<file path="src/common/eth_rx_pkg.sv">
// Ethernet receive MAC shared definitions
// Holds the GMII framing constants, CRC-32 parameters, state and opcode
// enums, and the bundles passed between the receive blocks

`default_nettype none

package eth_rx_pkg;

    typedef logic [7:0]  byte_t;
    typedef logic [47:0] mac_addr_t;

    localparam byte_t preamble_byte = 8'h55;
    localparam byte_t sfd_byte      = 8'hd5;

    localparam logic [31:0] crc32_poly_rev = 32'hedb88320;
    localparam logic [31:0] crc32_residue  = 32'hdebb20e3; // register value after data plus good FCS

    localparam logic [15:0] mcf_eth_type = 16'h8808;
    localparam int          fcs_len      = 4;

    typedef enum logic [15:0] {
        opcode_pause = 16'h0001,
        opcode_pfc   = 16'h0101   // recognized but never acted on
    } mcf_opcode_e;

    typedef enum logic [1:0] {
        st_idle,
        st_preamble,
        st_payload,
        st_drop
    } rx_state_e;

    typedef struct packed {
        byte_t rxd;
        logic  dv;
        logic  er;
    } gmii_rx_t;

    typedef struct packed {
        logic frame_start;  // SFD seen this cycle
        logic byte_en;      // rxd holds a payload byte
        logic frame_end;    // dv dropped after a long enough payload
        logic frame_abort;  // er or truncation inside the payload
    } rx_ctrl_t;

    typedef struct packed {
        logic  valid;
        byte_t data;
        logic  last;
        logic  user;
    } rx_beat_t;

    typedef struct packed {
        logic        valid;
        logic [15:0] quanta;
    } pause_cmd_t;

endpackage

`default_nettype wire
</file>
<file path="src/logic/eth_mac_rx_top.sv">
// 1G Ethernet receive MAC
// Samples the GMII pins, recovers frames into a byte stream and handles
// link-level PAUSE frames through the rx_lfc_req/rx_lfc_ack pair

`timescale 1ns/1ps
`default_nettype none

module eth_mac_rx_top #(
    parameter int cycles_per_quanta = 64
) (
    input  wire logic                  rx_clk,
    input  wire logic                  rx_rst,
    input  wire eth_rx_pkg::byte_t     gmii_rxd,
    input  wire logic                  gmii_rx_dv,
    input  wire logic                  gmii_rx_er,
    output eth_rx_pkg::rx_beat_t       rx_axis,
    output logic                       rx_error_bad_frame,
    output logic                       rx_error_bad_fcs,
    input  wire eth_rx_pkg::mac_addr_t cfg_mcf_eth_dst_ucast,
    input  wire logic                  cfg_mcf_check_eth_dst_ucast,
    input  wire logic                  rx_lfc_en,
    output logic                       rx_lfc_req,
    input  wire logic                  rx_lfc_ack,
    output logic                       stat_rx_mcf,
    output logic                       stat_rx_lfc_pkt,
    output logic                       stat_rx_lfc_xon,
    output logic                       stat_rx_lfc_xoff,
    output logic                       stat_rx_lfc_paused
);

    eth_rx_pkg::gmii_rx_t   gmii_q;
    eth_rx_pkg::rx_ctrl_t   rx_ctrl;
    eth_rx_pkg::pause_cmd_t pause_cmd;

    always_ff @(posedge rx_clk or posedge rx_rst) begin
        if (rx_rst) begin
            gmii_q <= '0;
        end else begin
            gmii_q <= '{rxd: gmii_rxd, dv: gmii_rx_dv, er: gmii_rx_er}; // input flop stage
        end
    end

    gmii_rx_fsm u_fsm (
        .rx_clk    (rx_clk),
        .rx_rst    (rx_rst),
        .gmii      (gmii_q),
        .ctrl      (rx_ctrl),
        .bad_frame (rx_error_bad_frame)
    );

    gmii_rx_datapath u_datapath (
        .rx_clk  (rx_clk),
        .rx_rst  (rx_rst),
        .gmii    (gmii_q),
        .ctrl    (rx_ctrl),
        .beat    (rx_axis),
        .bad_fcs (rx_error_bad_fcs)
    );

    mcf_rx_parser u_parser (
        .rx_clk                      (rx_clk),
        .rx_rst                      (rx_rst),
        .beat                        (rx_axis),
        .cfg_mcf_eth_dst_ucast       (cfg_mcf_eth_dst_ucast),
        .cfg_mcf_check_eth_dst_ucast (cfg_mcf_check_eth_dst_ucast),
        .rx_lfc_en                   (rx_lfc_en),
        .cmd                         (pause_cmd),
        .stat_rx_mcf                 (stat_rx_mcf),
        .stat_rx_lfc_pkt             (stat_rx_lfc_pkt),
        .stat_rx_lfc_xon             (stat_rx_lfc_xon),
        .stat_rx_lfc_xoff            (stat_rx_lfc_xoff)
    );

    pause_quanta_timer #(
        .cycles_per_quanta (cycles_per_quanta)
    ) u_timer (
        .rx_clk             (rx_clk),
        .rx_rst             (rx_rst),
        .cmd                (pause_cmd),
        .rx_lfc_ack         (rx_lfc_ack),
        .rx_lfc_req         (rx_lfc_req),
        .stat_rx_lfc_paused (stat_rx_lfc_paused)
    );

endmodule

`default_nettype wire

</file>
<file path="src/logic/pause_quanta_timer.sv">
// Receive pause quanta timer
// Keeps rx_lfc_req up for quanta times cycles_per_quanta acknowledged cycles

`timescale 1ns/1ps
`default_nettype none

module pause_quanta_timer #(
    parameter int cycles_per_quanta = 64
) (
    input  wire logic                   rx_clk,
    input  wire logic                   rx_rst,
    input  wire eth_rx_pkg::pause_cmd_t cmd,
    input  wire logic                   rx_lfc_ack,
    output logic                        rx_lfc_req,
    output logic                        stat_rx_lfc_paused
);

    localparam int cyc_w = (cycles_per_quanta > 1) ? $clog2(cycles_per_quanta) : 1;

    logic [15:0]      quanta_cnt;
    logic [cyc_w-1:0] cyc_cnt;    // position inside the current quantum

    assign rx_lfc_req         = (quanta_cnt != 16'd0);
    assign stat_rx_lfc_paused = rx_lfc_req && rx_lfc_ack;

    always_ff @(posedge rx_clk or posedge rx_rst) begin
        if (rx_rst) begin
            quanta_cnt <= '0;
            cyc_cnt    <= '0;
        end else if (cmd.valid) begin
            quanta_cnt <= cmd.quanta; // zero quanta is XON and ends the pause
            cyc_cnt    <= '0;
        end else if (rx_lfc_req && rx_lfc_ack) begin
            if (cyc_cnt == cyc_w'(cycles_per_quanta - 1)) begin
                cyc_cnt    <= '0;
                quanta_cnt <= quanta_cnt - 16'd1;
            end else begin
                cyc_cnt <= cyc_cnt + 1'b1;
            end
        end
    end

endmodule

`default_nettype wire

</file>
<file path="src/logic/mcf_rx_parser.sv">
// MAC control frame parser
// Picks destination, EtherType, opcode and quanta out of the receive stream
// and turns good PAUSE frames into pause commands and status pulses

`timescale 1ns/1ps
`default_nettype none

module mcf_rx_parser (
    input  wire logic                  rx_clk,
    input  wire logic                  rx_rst,
    input  wire eth_rx_pkg::rx_beat_t  beat,
    input  wire eth_rx_pkg::mac_addr_t cfg_mcf_eth_dst_ucast,
    input  wire logic                  cfg_mcf_check_eth_dst_ucast,
    input  wire logic                  rx_lfc_en,
    output eth_rx_pkg::pause_cmd_t     cmd,
    output logic                       stat_rx_mcf,
    output logic                       stat_rx_lfc_pkt,
    output logic                       stat_rx_lfc_xon,
    output logic                       stat_rx_lfc_xoff
);

    logic [4:0]            pos;        // byte index within the frame, sticks at 31
    eth_rx_pkg::mac_addr_t eth_dst;
    logic [15:0]           eth_type;
    logic [15:0]           opcode;
    logic [15:0]           quanta;
    logic [15:0]           quanta_cur;
    logic                  frame_done;
    logic                  is_mcf;
    logic                  dst_ok;
    logic                  is_lfc;

    // an 18-byte frame ends on the low quanta byte, which is still on the bus
    assign quanta_cur = (pos == 5'd17) ? {quanta[7:0], beat.data} : quanta;

    assign frame_done = beat.valid && beat.last && !beat.user && (pos >= 5'd17);
    assign is_mcf     = (eth_type == eth_rx_pkg::mcf_eth_type);
    assign dst_ok     = !cfg_mcf_check_eth_dst_ucast || (eth_dst == cfg_mcf_eth_dst_ucast);
    assign is_lfc     = is_mcf && dst_ok && (opcode == 16'(eth_rx_pkg::opcode_pause));

    always_ff @(posedge rx_clk) begin
        if (beat.valid) begin
            if (pos < 5'd6) begin
                eth_dst <= {eth_dst[39:0], beat.data}; // big-endian, first byte ends up on top
            end
            if (pos == 5'd12 || pos == 5'd13) begin
                eth_type <= {eth_type[7:0], beat.data};
            end
            if (pos == 5'd14 || pos == 5'd15) begin
                opcode <= {opcode[7:0], beat.data};
            end
            if (pos == 5'd16 || pos == 5'd17) begin
                quanta <= {quanta[7:0], beat.data};
            end
        end
    end

    always_ff @(posedge rx_clk or posedge rx_rst) begin
        if (rx_rst) begin
            pos              <= '0;
            cmd              <= '0;
            stat_rx_mcf      <= 1'b0;
            stat_rx_lfc_pkt  <= 1'b0;
            stat_rx_lfc_xon  <= 1'b0;
            stat_rx_lfc_xoff <= 1'b0;
        end else begin
            cmd.valid        <= 1'b0;
            stat_rx_mcf      <= 1'b0;
            stat_rx_lfc_pkt  <= 1'b0;
            stat_rx_lfc_xon  <= 1'b0;
            stat_rx_lfc_xoff <= 1'b0;
            if (beat.valid) begin
                if (beat.last) begin
                    pos <= '0;
                end else if (pos != 5'd31) begin
                    pos <= pos + 5'd1;
                end
            end
            if (frame_done) begin
                stat_rx_mcf      <= is_mcf;
                stat_rx_lfc_pkt  <= is_lfc;
                stat_rx_lfc_xon  <= is_lfc && (quanta_cur == 16'd0);
                stat_rx_lfc_xoff <= is_lfc && (quanta_cur != 16'd0);
                cmd.valid        <= is_lfc && rx_lfc_en;
                cmd.quanta       <= quanta_cur;
            end
        end
    end

endmodule

`default_nettype wire

</file>
<file path="src/gmii_rx/gmii_rx_datapath.sv">
// GMII receive datapath
// Runs the CRC-32 over payload and FCS, keeps the FCS inside a 4-byte delay
// line and holds one byte back so the frame's final data beat carries last

`timescale 1ns/1ps
`default_nettype none

module gmii_rx_datapath (
    input  wire logic                 rx_clk,
    input  wire logic                 rx_rst,
    input  wire eth_rx_pkg::gmii_rx_t gmii,
    input  wire eth_rx_pkg::rx_ctrl_t ctrl,
    output eth_rx_pkg::rx_beat_t      beat,
    output logic                      bad_fcs
);

    eth_rx_pkg::byte_t [eth_rx_pkg::fcs_len-1:0] dly; // index 0 is the newest byte
    eth_rx_pkg::byte_t                           hold_data;
    logic                                        hold_valid;
    logic [2:0]                                  fill;
    logic [31:0]                                 crc;
    logic                                        fcs_ok;

    function automatic logic [31:0] crc32_byte(input logic [31:0] crc_in,
                                               input eth_rx_pkg::byte_t data);
        logic [31:0] c;
        c = crc_in;
        for (int i = 0; i < 8; i++) begin
            if (c[0] ^ data[i]) begin
                c = (c >> 1) ^ eth_rx_pkg::crc32_poly_rev;
            end else begin
                c = c >> 1;
            end
        end
        return c;
    endfunction

    assign fcs_ok = (crc == eth_rx_pkg::crc32_residue);

    always_ff @(posedge rx_clk) begin
        if (ctrl.frame_start) begin
            crc <= '1;
        end else if (ctrl.byte_en) begin
            crc       <= crc32_byte(crc, gmii.rxd);
            dly       <= {dly[eth_rx_pkg::fcs_len-2:0], gmii.rxd};
            hold_data <= dly[eth_rx_pkg::fcs_len-1]; // oldest byte can no longer be FCS
        end
    end

    always_ff @(posedge rx_clk or posedge rx_rst) begin
        if (rx_rst) begin
            beat       <= '0;
            bad_fcs    <= 1'b0;
            hold_valid <= 1'b0;
            fill       <= '0;
        end else begin
            beat.valid <= 1'b0;
            beat.last  <= 1'b0;
            beat.user  <= 1'b0;
            bad_fcs    <= 1'b0;
            if (ctrl.frame_start) begin
                hold_valid <= 1'b0;
                fill       <= '0;
            end else if (ctrl.byte_en) begin
                if (fill != 3'(eth_rx_pkg::fcs_len)) begin
                    fill <= fill + 3'd1;
                end else begin
                    hold_valid <= 1'b1;
                    if (hold_valid) begin
                        beat <= '{valid: 1'b1, data: hold_data, last: 1'b0, user: 1'b0};
                    end
                end
            end else if (ctrl.frame_end) begin
                // the held byte is the final data byte, the delay line holds the FCS
                beat       <= '{valid: 1'b1, data: hold_data, last: 1'b1, user: !fcs_ok};
                bad_fcs    <= !fcs_ok;
                hold_valid <= 1'b0;
                fill       <= '0;
            end else if (ctrl.frame_abort) begin
                beat       <= '{valid: 1'b1, data: hold_data, last: 1'b1, user: 1'b1};
                hold_valid <= 1'b0;
                fill       <= '0;
            end
        end
    end

endmodule

`default_nettype wire

</file>
<file path="src/gmii_rx/gmii_rx_fsm.sv">
// GMII receive frame-state machine
// Follows preamble, SFD and payload on the sampled GMII input and tells the
// datapath which cycles carry payload, end a frame or abort it

`timescale 1ns/1ps
`default_nettype none

module gmii_rx_fsm (
    input  wire logic                 rx_clk,
    input  wire logic                 rx_rst,
    input  wire eth_rx_pkg::gmii_rx_t gmii,
    output eth_rx_pkg::rx_ctrl_t      ctrl,
    output logic                      bad_frame
);

    eth_rx_pkg::rx_state_e state;
    eth_rx_pkg::rx_state_e state_next;
    logic [2:0]            byte_cnt;     // saturates once the minimum length is reached
    logic                  short_frame;

    assign short_frame = byte_cnt < 3'(eth_rx_pkg::fcs_len + 1);

    always_comb begin
        state_next = state;
        ctrl       = '0;
        case (state)
            eth_rx_pkg::st_idle: begin
                if (gmii.dv) begin
                    if (gmii.er) begin
                        state_next = eth_rx_pkg::st_drop;
                    end else if (gmii.rxd == eth_rx_pkg::preamble_byte) begin
                        state_next = eth_rx_pkg::st_preamble;
                    end else if (gmii.rxd == eth_rx_pkg::sfd_byte) begin
                        ctrl.frame_start = 1'b1; // short preamble is still accepted
                        state_next       = eth_rx_pkg::st_payload;
                    end else begin
                        state_next = eth_rx_pkg::st_drop;
                    end
                end
            end
            eth_rx_pkg::st_preamble: begin
                if (!gmii.dv) begin
                    state_next = eth_rx_pkg::st_idle;
                end else if (gmii.er) begin
                    state_next = eth_rx_pkg::st_drop;
                end else if (gmii.rxd == eth_rx_pkg::sfd_byte) begin
                    ctrl.frame_start = 1'b1;
                    state_next       = eth_rx_pkg::st_payload;
                end else if (gmii.rxd != eth_rx_pkg::preamble_byte) begin
                    state_next = eth_rx_pkg::st_drop;
                end
            end
            eth_rx_pkg::st_payload: begin
                if (!gmii.dv) begin
                    ctrl.frame_abort = short_frame; // not even one byte ahead of the FCS
                    ctrl.frame_end   = !short_frame;
                    state_next       = eth_rx_pkg::st_idle;
                end else if (gmii.er) begin
                    ctrl.frame_abort = 1'b1;
                    state_next       = eth_rx_pkg::st_drop;
                end else begin
                    ctrl.byte_en = 1'b1;
                end
            end
            default: begin
                if (!gmii.dv) begin
                    state_next = eth_rx_pkg::st_idle; // drop waits for the carrier to go away
                end
            end
        endcase
    end

    always_ff @(posedge rx_clk or posedge rx_rst) begin
        if (rx_rst) begin
            state     <= eth_rx_pkg::st_idle;
            byte_cnt  <= '0;
            bad_frame <= 1'b0;
        end else begin
            state     <= state_next;
            bad_frame <= ctrl.frame_abort; // lines up with the registered last beat
            if (ctrl.frame_start) begin
                byte_cnt <= '0;
            end else if (ctrl.byte_en && short_frame) begin
                byte_cnt <= byte_cnt + 3'd1;
            end
        end
    end

endmodule

`default_nettype wire

</file>
<file path="config.mk">
export PLATFORM = sky130hd
export DESIGN_NAME = eth_mac_rx_top
export DESIGN_NICKNAME = d
export VERILOG_FILES = /design/src/common/eth_rx_pkg.sv /design/src/logic/eth_mac_rx_top.sv /design/src/logic/pause_quanta_timer.sv /design/src/logic/mcf_rx_parser.sv /design/src/gmii_rx/gmii_rx_datapath.sv /design/src/gmii_rx/gmii_rx_fsm.sv
export SDC_FILE = /design/constraint.sdc
export NUM_CORES = 1
export LEC_CHECK = 0
export ABC_AREA = 1
export CAP_MARGIN = 20
export CORE_MARGIN = 2
export CORE_UTILIZATION = 45
export CTS_BUF_LIST = sky130_fd_sc_hd__clkbuf_16
export CTS_CLUSTER_DIAMETER = 60
export DETAILED_ROUTE_END_ITERATION = 16
export DONT_BUFFER_PORTS = 1
export PLACE_DENSITY = 0.66
export SLEW_MARGIN = 10
export SYNTH_ARGS = -nofsm -noshare
export SYNTH_HDL_FRONTEND = slang
export SYNTH_HIERARCHICAL = 1
export SYNTH_SLANG_ARGS = --single-unit
</file>
<file path="constraint.sdc">
create_clock -name rx_clk -period 5.6 [get_ports rx_clk]
set_input_delay 0.56 -clock rx_clk [delete_from_list [all_inputs] [get_ports rx_clk]]
set_output_delay 0.56 -clock rx_clk [all_outputs]
set_load 0.05 [all_outputs]
</file>
======== After elaboration in Yosys (flattened, before gate mapping) ========
Cells that the tools add are included.
Widths: inputs -> output; s select.
storage, ports and cells
  register bits ........................... 248
  input port bits ......................... 63
  output and inout bits ................... 19
cells by class
  add/subtract/negate cells ............... 5
  magnitude comparators ................... 3
  equal/unequal tests ..................... 26
  muxes and demuxes ....................... 82
  bitwise logic cells ..................... 17
  reduce and logical (&&, ||, !) cells .... 39
operators with widths
  kind                   number
  $mux 32                22
  $not 13->14            8
  $mux 11                6
  $mux 16                4
  $eq 48x48->1           1
  $eq 32x32->1 const B   1
  $reduce_bool 16->1     2
  $mux 1                 24
  $mux 3                 8
  $eq 5x4->1 const B     4
  $mux 2                 10
  $mux 6                 3
  $reduce_and 2->1       9
  $mux 17                1
  $eq 16x1->1 const B    1
  $eq 16x16->1 const B   1
  $logic_not 16->1       1
  $sub 16x1->16 const B  1
  $eq 5x5->1 const B     2
  $logic_and 1x1->1      10
  $mux 5                 2
  $ne 3x3->1 const B     3
  $eq 8x7->1 const B     1
  $eq 8x8->1 const B     1
  other kinds (27)       46

======== Logic depth before layout (Yosys ltp) ========
  word-level depth ........................ 33
  gate-level depth with buffers ........... 13
  gate-level depth less buffers ........... 13

======== By module ========
The synthesis kept the hierarchy.
modules (own cells, without submodules)
  module              instances  cells an instance  area an instance (µm²)  sequential area each (µm²)
  mcf_rx_parser       1          432                5,146.2                 3,533.4
  gmii_rx_datapath    1          456                4,117.7                 2,242.2
  pause_quanta_timer  1          251                1,621.6                 550.5
  gmii_rx_fsm         1          77                 501.7                   150.1
  eth_mac_rx_top      1          11                 254.0                   250.2

======== Least setup slack after synthesis ========
OpenSTA, ideal clock, no wires.
  path type ............................... reg2reg
  start ................................... register u_datapath/beat[10] (netlist name)
  end ..................................... register u_parser.eth_dst[0] (enable)
  setup time .............................. 0.572 ns
  arrival ................................. 5.425 ns
  required time ........................... 5.028 ns
  setup slack ............................. -0.398 ns
  stages on the path, launching flop included .. 3
  path buffers ............................ 0
  period minus slack after synthesis ...... 5.998 ns
  path through ............................ dfrtp_1 inv_1 nor4_1
between the ends
  cells in the longest elaborated chain, start to end .. 1
RTL lines
  what                               RTL line             source
  $reduce_and 2->1 (no source line)  -
  end signal: assignment             mcf_rx_parser.sv:44  eth_dst <= {eth_dst[39:0], beat.data};
  end: declaration                   mcf_rx_parser.sv:23  eth_rx_pkg::mac_addr_t eth_dst;
No other way between the ends.
A chain may end at the register's enable or synchronous reset.

==> run summary <==
starting density of the core: 46.0%
RSZ-0062 raised after global routing: false
clock sink count: 248
total wire length: 23400 um
critical path class: reg -> reg
P&R area growth vs syn: 11.1%
TritonCTS clock tree: yes
1st-iter DRT viols: 699
DRT antenna net count: 0
Vias: 7926
Crit path top cell by count: nor2_1
deepest clock path buffer count: 3
Slew Limit Fails: 0
busiest grt layer: met2
met1 Use GR: 22.6%
GRT overflow: 0
post-CTS setup buffer count: 0
Synth Area per Inst: 9.49 um2
maximum vdd drop: 285 uV
core area: 25300 um2
P_leak: 5.70 nW
final hold viol count: 6
Final Skew: 0.0165 ns
CTS root buffer: clkbuf_16
layout cells sized above 1: 11.3%
# H-tree levels: 1
r2r worst-path depth: 7
Post-Place Cell Area: 12000 um2
Reg clk slew, reported paths: 0.06 ns
violated checks: negative hold slack
dpl cells: 1542
fin cells: 1595
PortBufs: 0
CP startpoint kind: flop
Required @ worst endpoint: 6.01 ns
dpl hpwl: 16600 um
largest net degree at the start of global routing: 61
met3 Track Usage GR: 3.97%
die height: 165 um
top post-synthesis cells by area: edfxtp_1, dfrtp_1, nand2_1
Hold Crit Class: in -> async
number of global-route vias before repair: 7651
row count: 58
Ant. Diodes: 0
fin nets: 1318
crit-path max FO: 21
initial antenna violation count: 0
Hold WS: -0.00513 ns
Post-synth EDFFs: 136
slowest cell on the critical path: nor2_1
gr usage total: 17.6%
critical path's largest stage delay: 0.62 ns
fmax: 333 MHz
Slew headroom: 37.8%
clk_lat worst skew: 0.53 ns
post-synthesis sequential area ratio: 57.8%
Die ar.: 27200 um2
worst endpoint data arrival time: 3.42 ns
top cell type's share of synthesized area: 35.1%
fin crit share: 53.6%
met2 usage: 30.3%
DR pass1 iterations: 5
most frequent cell after synthesis: nand2_1
syn_nets: 1301
Die W: 165 um
Distinct cells, synth: 47
final setup vio count: 0
worst path cell trace: nand3_1 -> nand3b_1 -> nor2_1 -> nor2_1 -> inv_1 -> o21ai_4 -> mux2_2
asr flop ratio synth: 32.3%
first-pass GRT wire length: 38100 um
YS warnings: 6
Synth Flop Type: edfxtp_1
mapped cell area: 11600 um2
Mapped Cells: 1227
pwr dens: 478 nW/um2
Yosys top cell by area: edfxtp_1
Finished Cell Area: 12900 um2
synth cell count leaders: nand2_1, inv_1, edfxtp_1, nor2_1, dfrtp_1
Num CTS Buffers: 27
WL per Instance: 14.7 um
IO Count: 82
max cap viols: 0
Vias/cell: 4.97
Setup TNS Final: 0 ns
GPL Wtd Cong: 0.910
crit end category: flop
drt drc: 0
Slew @ Worst Pin: 0.932 ns
min cycle time layout: 3.00 ns
status: finished, violations left
Seq cells post-synth: 248
[routing by layer]
metal  part of all wire [%]  wire length (um)  vias up
met5                      0                 0        -
li1                       -                 -     3986
met4                    2.1               496        0
met3                    6.3              1480       40
met2                     48             11100      180
met1                     44             10300     3720
[path summary, 6_finish.rpt]
| kind | startpoint | end | slack (ns) |
|---|---|---|---|
| max | gmii_q[6] | u_datapath/beat[5] | 2.60 |
| min | rx_rst | u_datapath/beat[4] | -0.005 |
| max reg2reg | gmii_q[6] | u_datapath/beat[5] | 2.60 |
| max in group asynchronous | rx_rst | u_parser/stat_rx_lfc_pkt | 4.65 |
| min reg2reg | u_datapath/dly[13] | u_datapath/dly[21] | 0.42 |
| min in group rx_clk | gmii_rx_er | gmii_q[0] | 0.05 |
[critical path: cells and delay by family, from the launching register on]
kind / cells / cell delay, ns
simple gates: 4 / 1.07
buf+inv: 1 / 0.56
flops: 1 / 0.45
compound gates: 1 / 0.43
mux: 1 / 0.38
[layout make-up]
class                           instances  area, um2
Timing Repair Buffer                    8       88.8
Multi-Input combinational cell        803       4200
Inverter                              156        588
Fill cell                            2256      12400
Clock inverter                         22        215
Clock buffer                           28        701
Sequential cell                       248       6730
Tap cell                              330        413
[sequential cells by signal, indices dropped and copies added, names as in the netlist, 16 cells and up]
| register | flops |
|---|---|
| u_timer/quanta_cnt | 16 |
| u_parser/opcode | 16 |
| u_datapath/dly | 32 |
| u_parser/eth_dst | 48 |
| u_datapath/crc | 32 |
| u_parser/eth_type | 16 |
| u_parser/cmd | 17 |
| u_parser/quanta | 16 |
[where the power goes]
part           internal (mW)  switching (mW)  total (mW)
Clock                   1.06           0.736        1.79
Combinational          0.567           0.955        1.52
Sequential              2.35           0.515        2.86
[cell families after synthesis]
| family | Yosys count | synth area share, % |
|---|---|---|
| buf+inv | 176 | 6.33 |
| mux | 9 | 0.860 |
| xor+xnor | 76 | 6.04 |
| simple gates | 608 | 22.8 |
| compound gates | 99 | 5.05 |
| flops | 248 | 57.8 |
| fa+ha+maj | 11 | 1.18 |
[cells in the final DEF, fill, tap and decap left out, drive strengths merged, types with 4 or more instances in the layout]
cell	netlist	final
nand3	59	59
a21oi	23	23
nand2	408	408
clkbuf	4	28
nand3b	4	4
xnor2	53	53
inv	156	161
ha	11	11
edfxtp	136	136
mux2	8	8
nand4	10	10
o21ai	60	60
o22ai	8	8
or2	10	10
nor4	13	13
buf	16	6
nor3	7	7
nor2	96	96
clkinv	0	13
xor2	23	23
dfxtp	32	32
dfrtp	80	80
[timing repair]
item                       CTS  global route
hold buffers                 1             1
resized for setup            0             0
setup endpoints to repair    0             0
hold endpoints to repair    16             7
[metrics by stage]
stage                     hold WS [ns]  setup WS (ns)  total power [mW]  util, %
after floorplan                  0.351           1.60              3.97        -
after global placement           0.371           2.61              4.35     47.2
after detailed placement         0.368           2.58              4.41     47.3
after CTS                       0.0195           2.58              6.22     50.9
after global routing            0.0307           2.28              6.55     51.1
final                         -0.00513           2.60              6.18     51.1
Note: power is estimated with default switching activity, not from simulation.
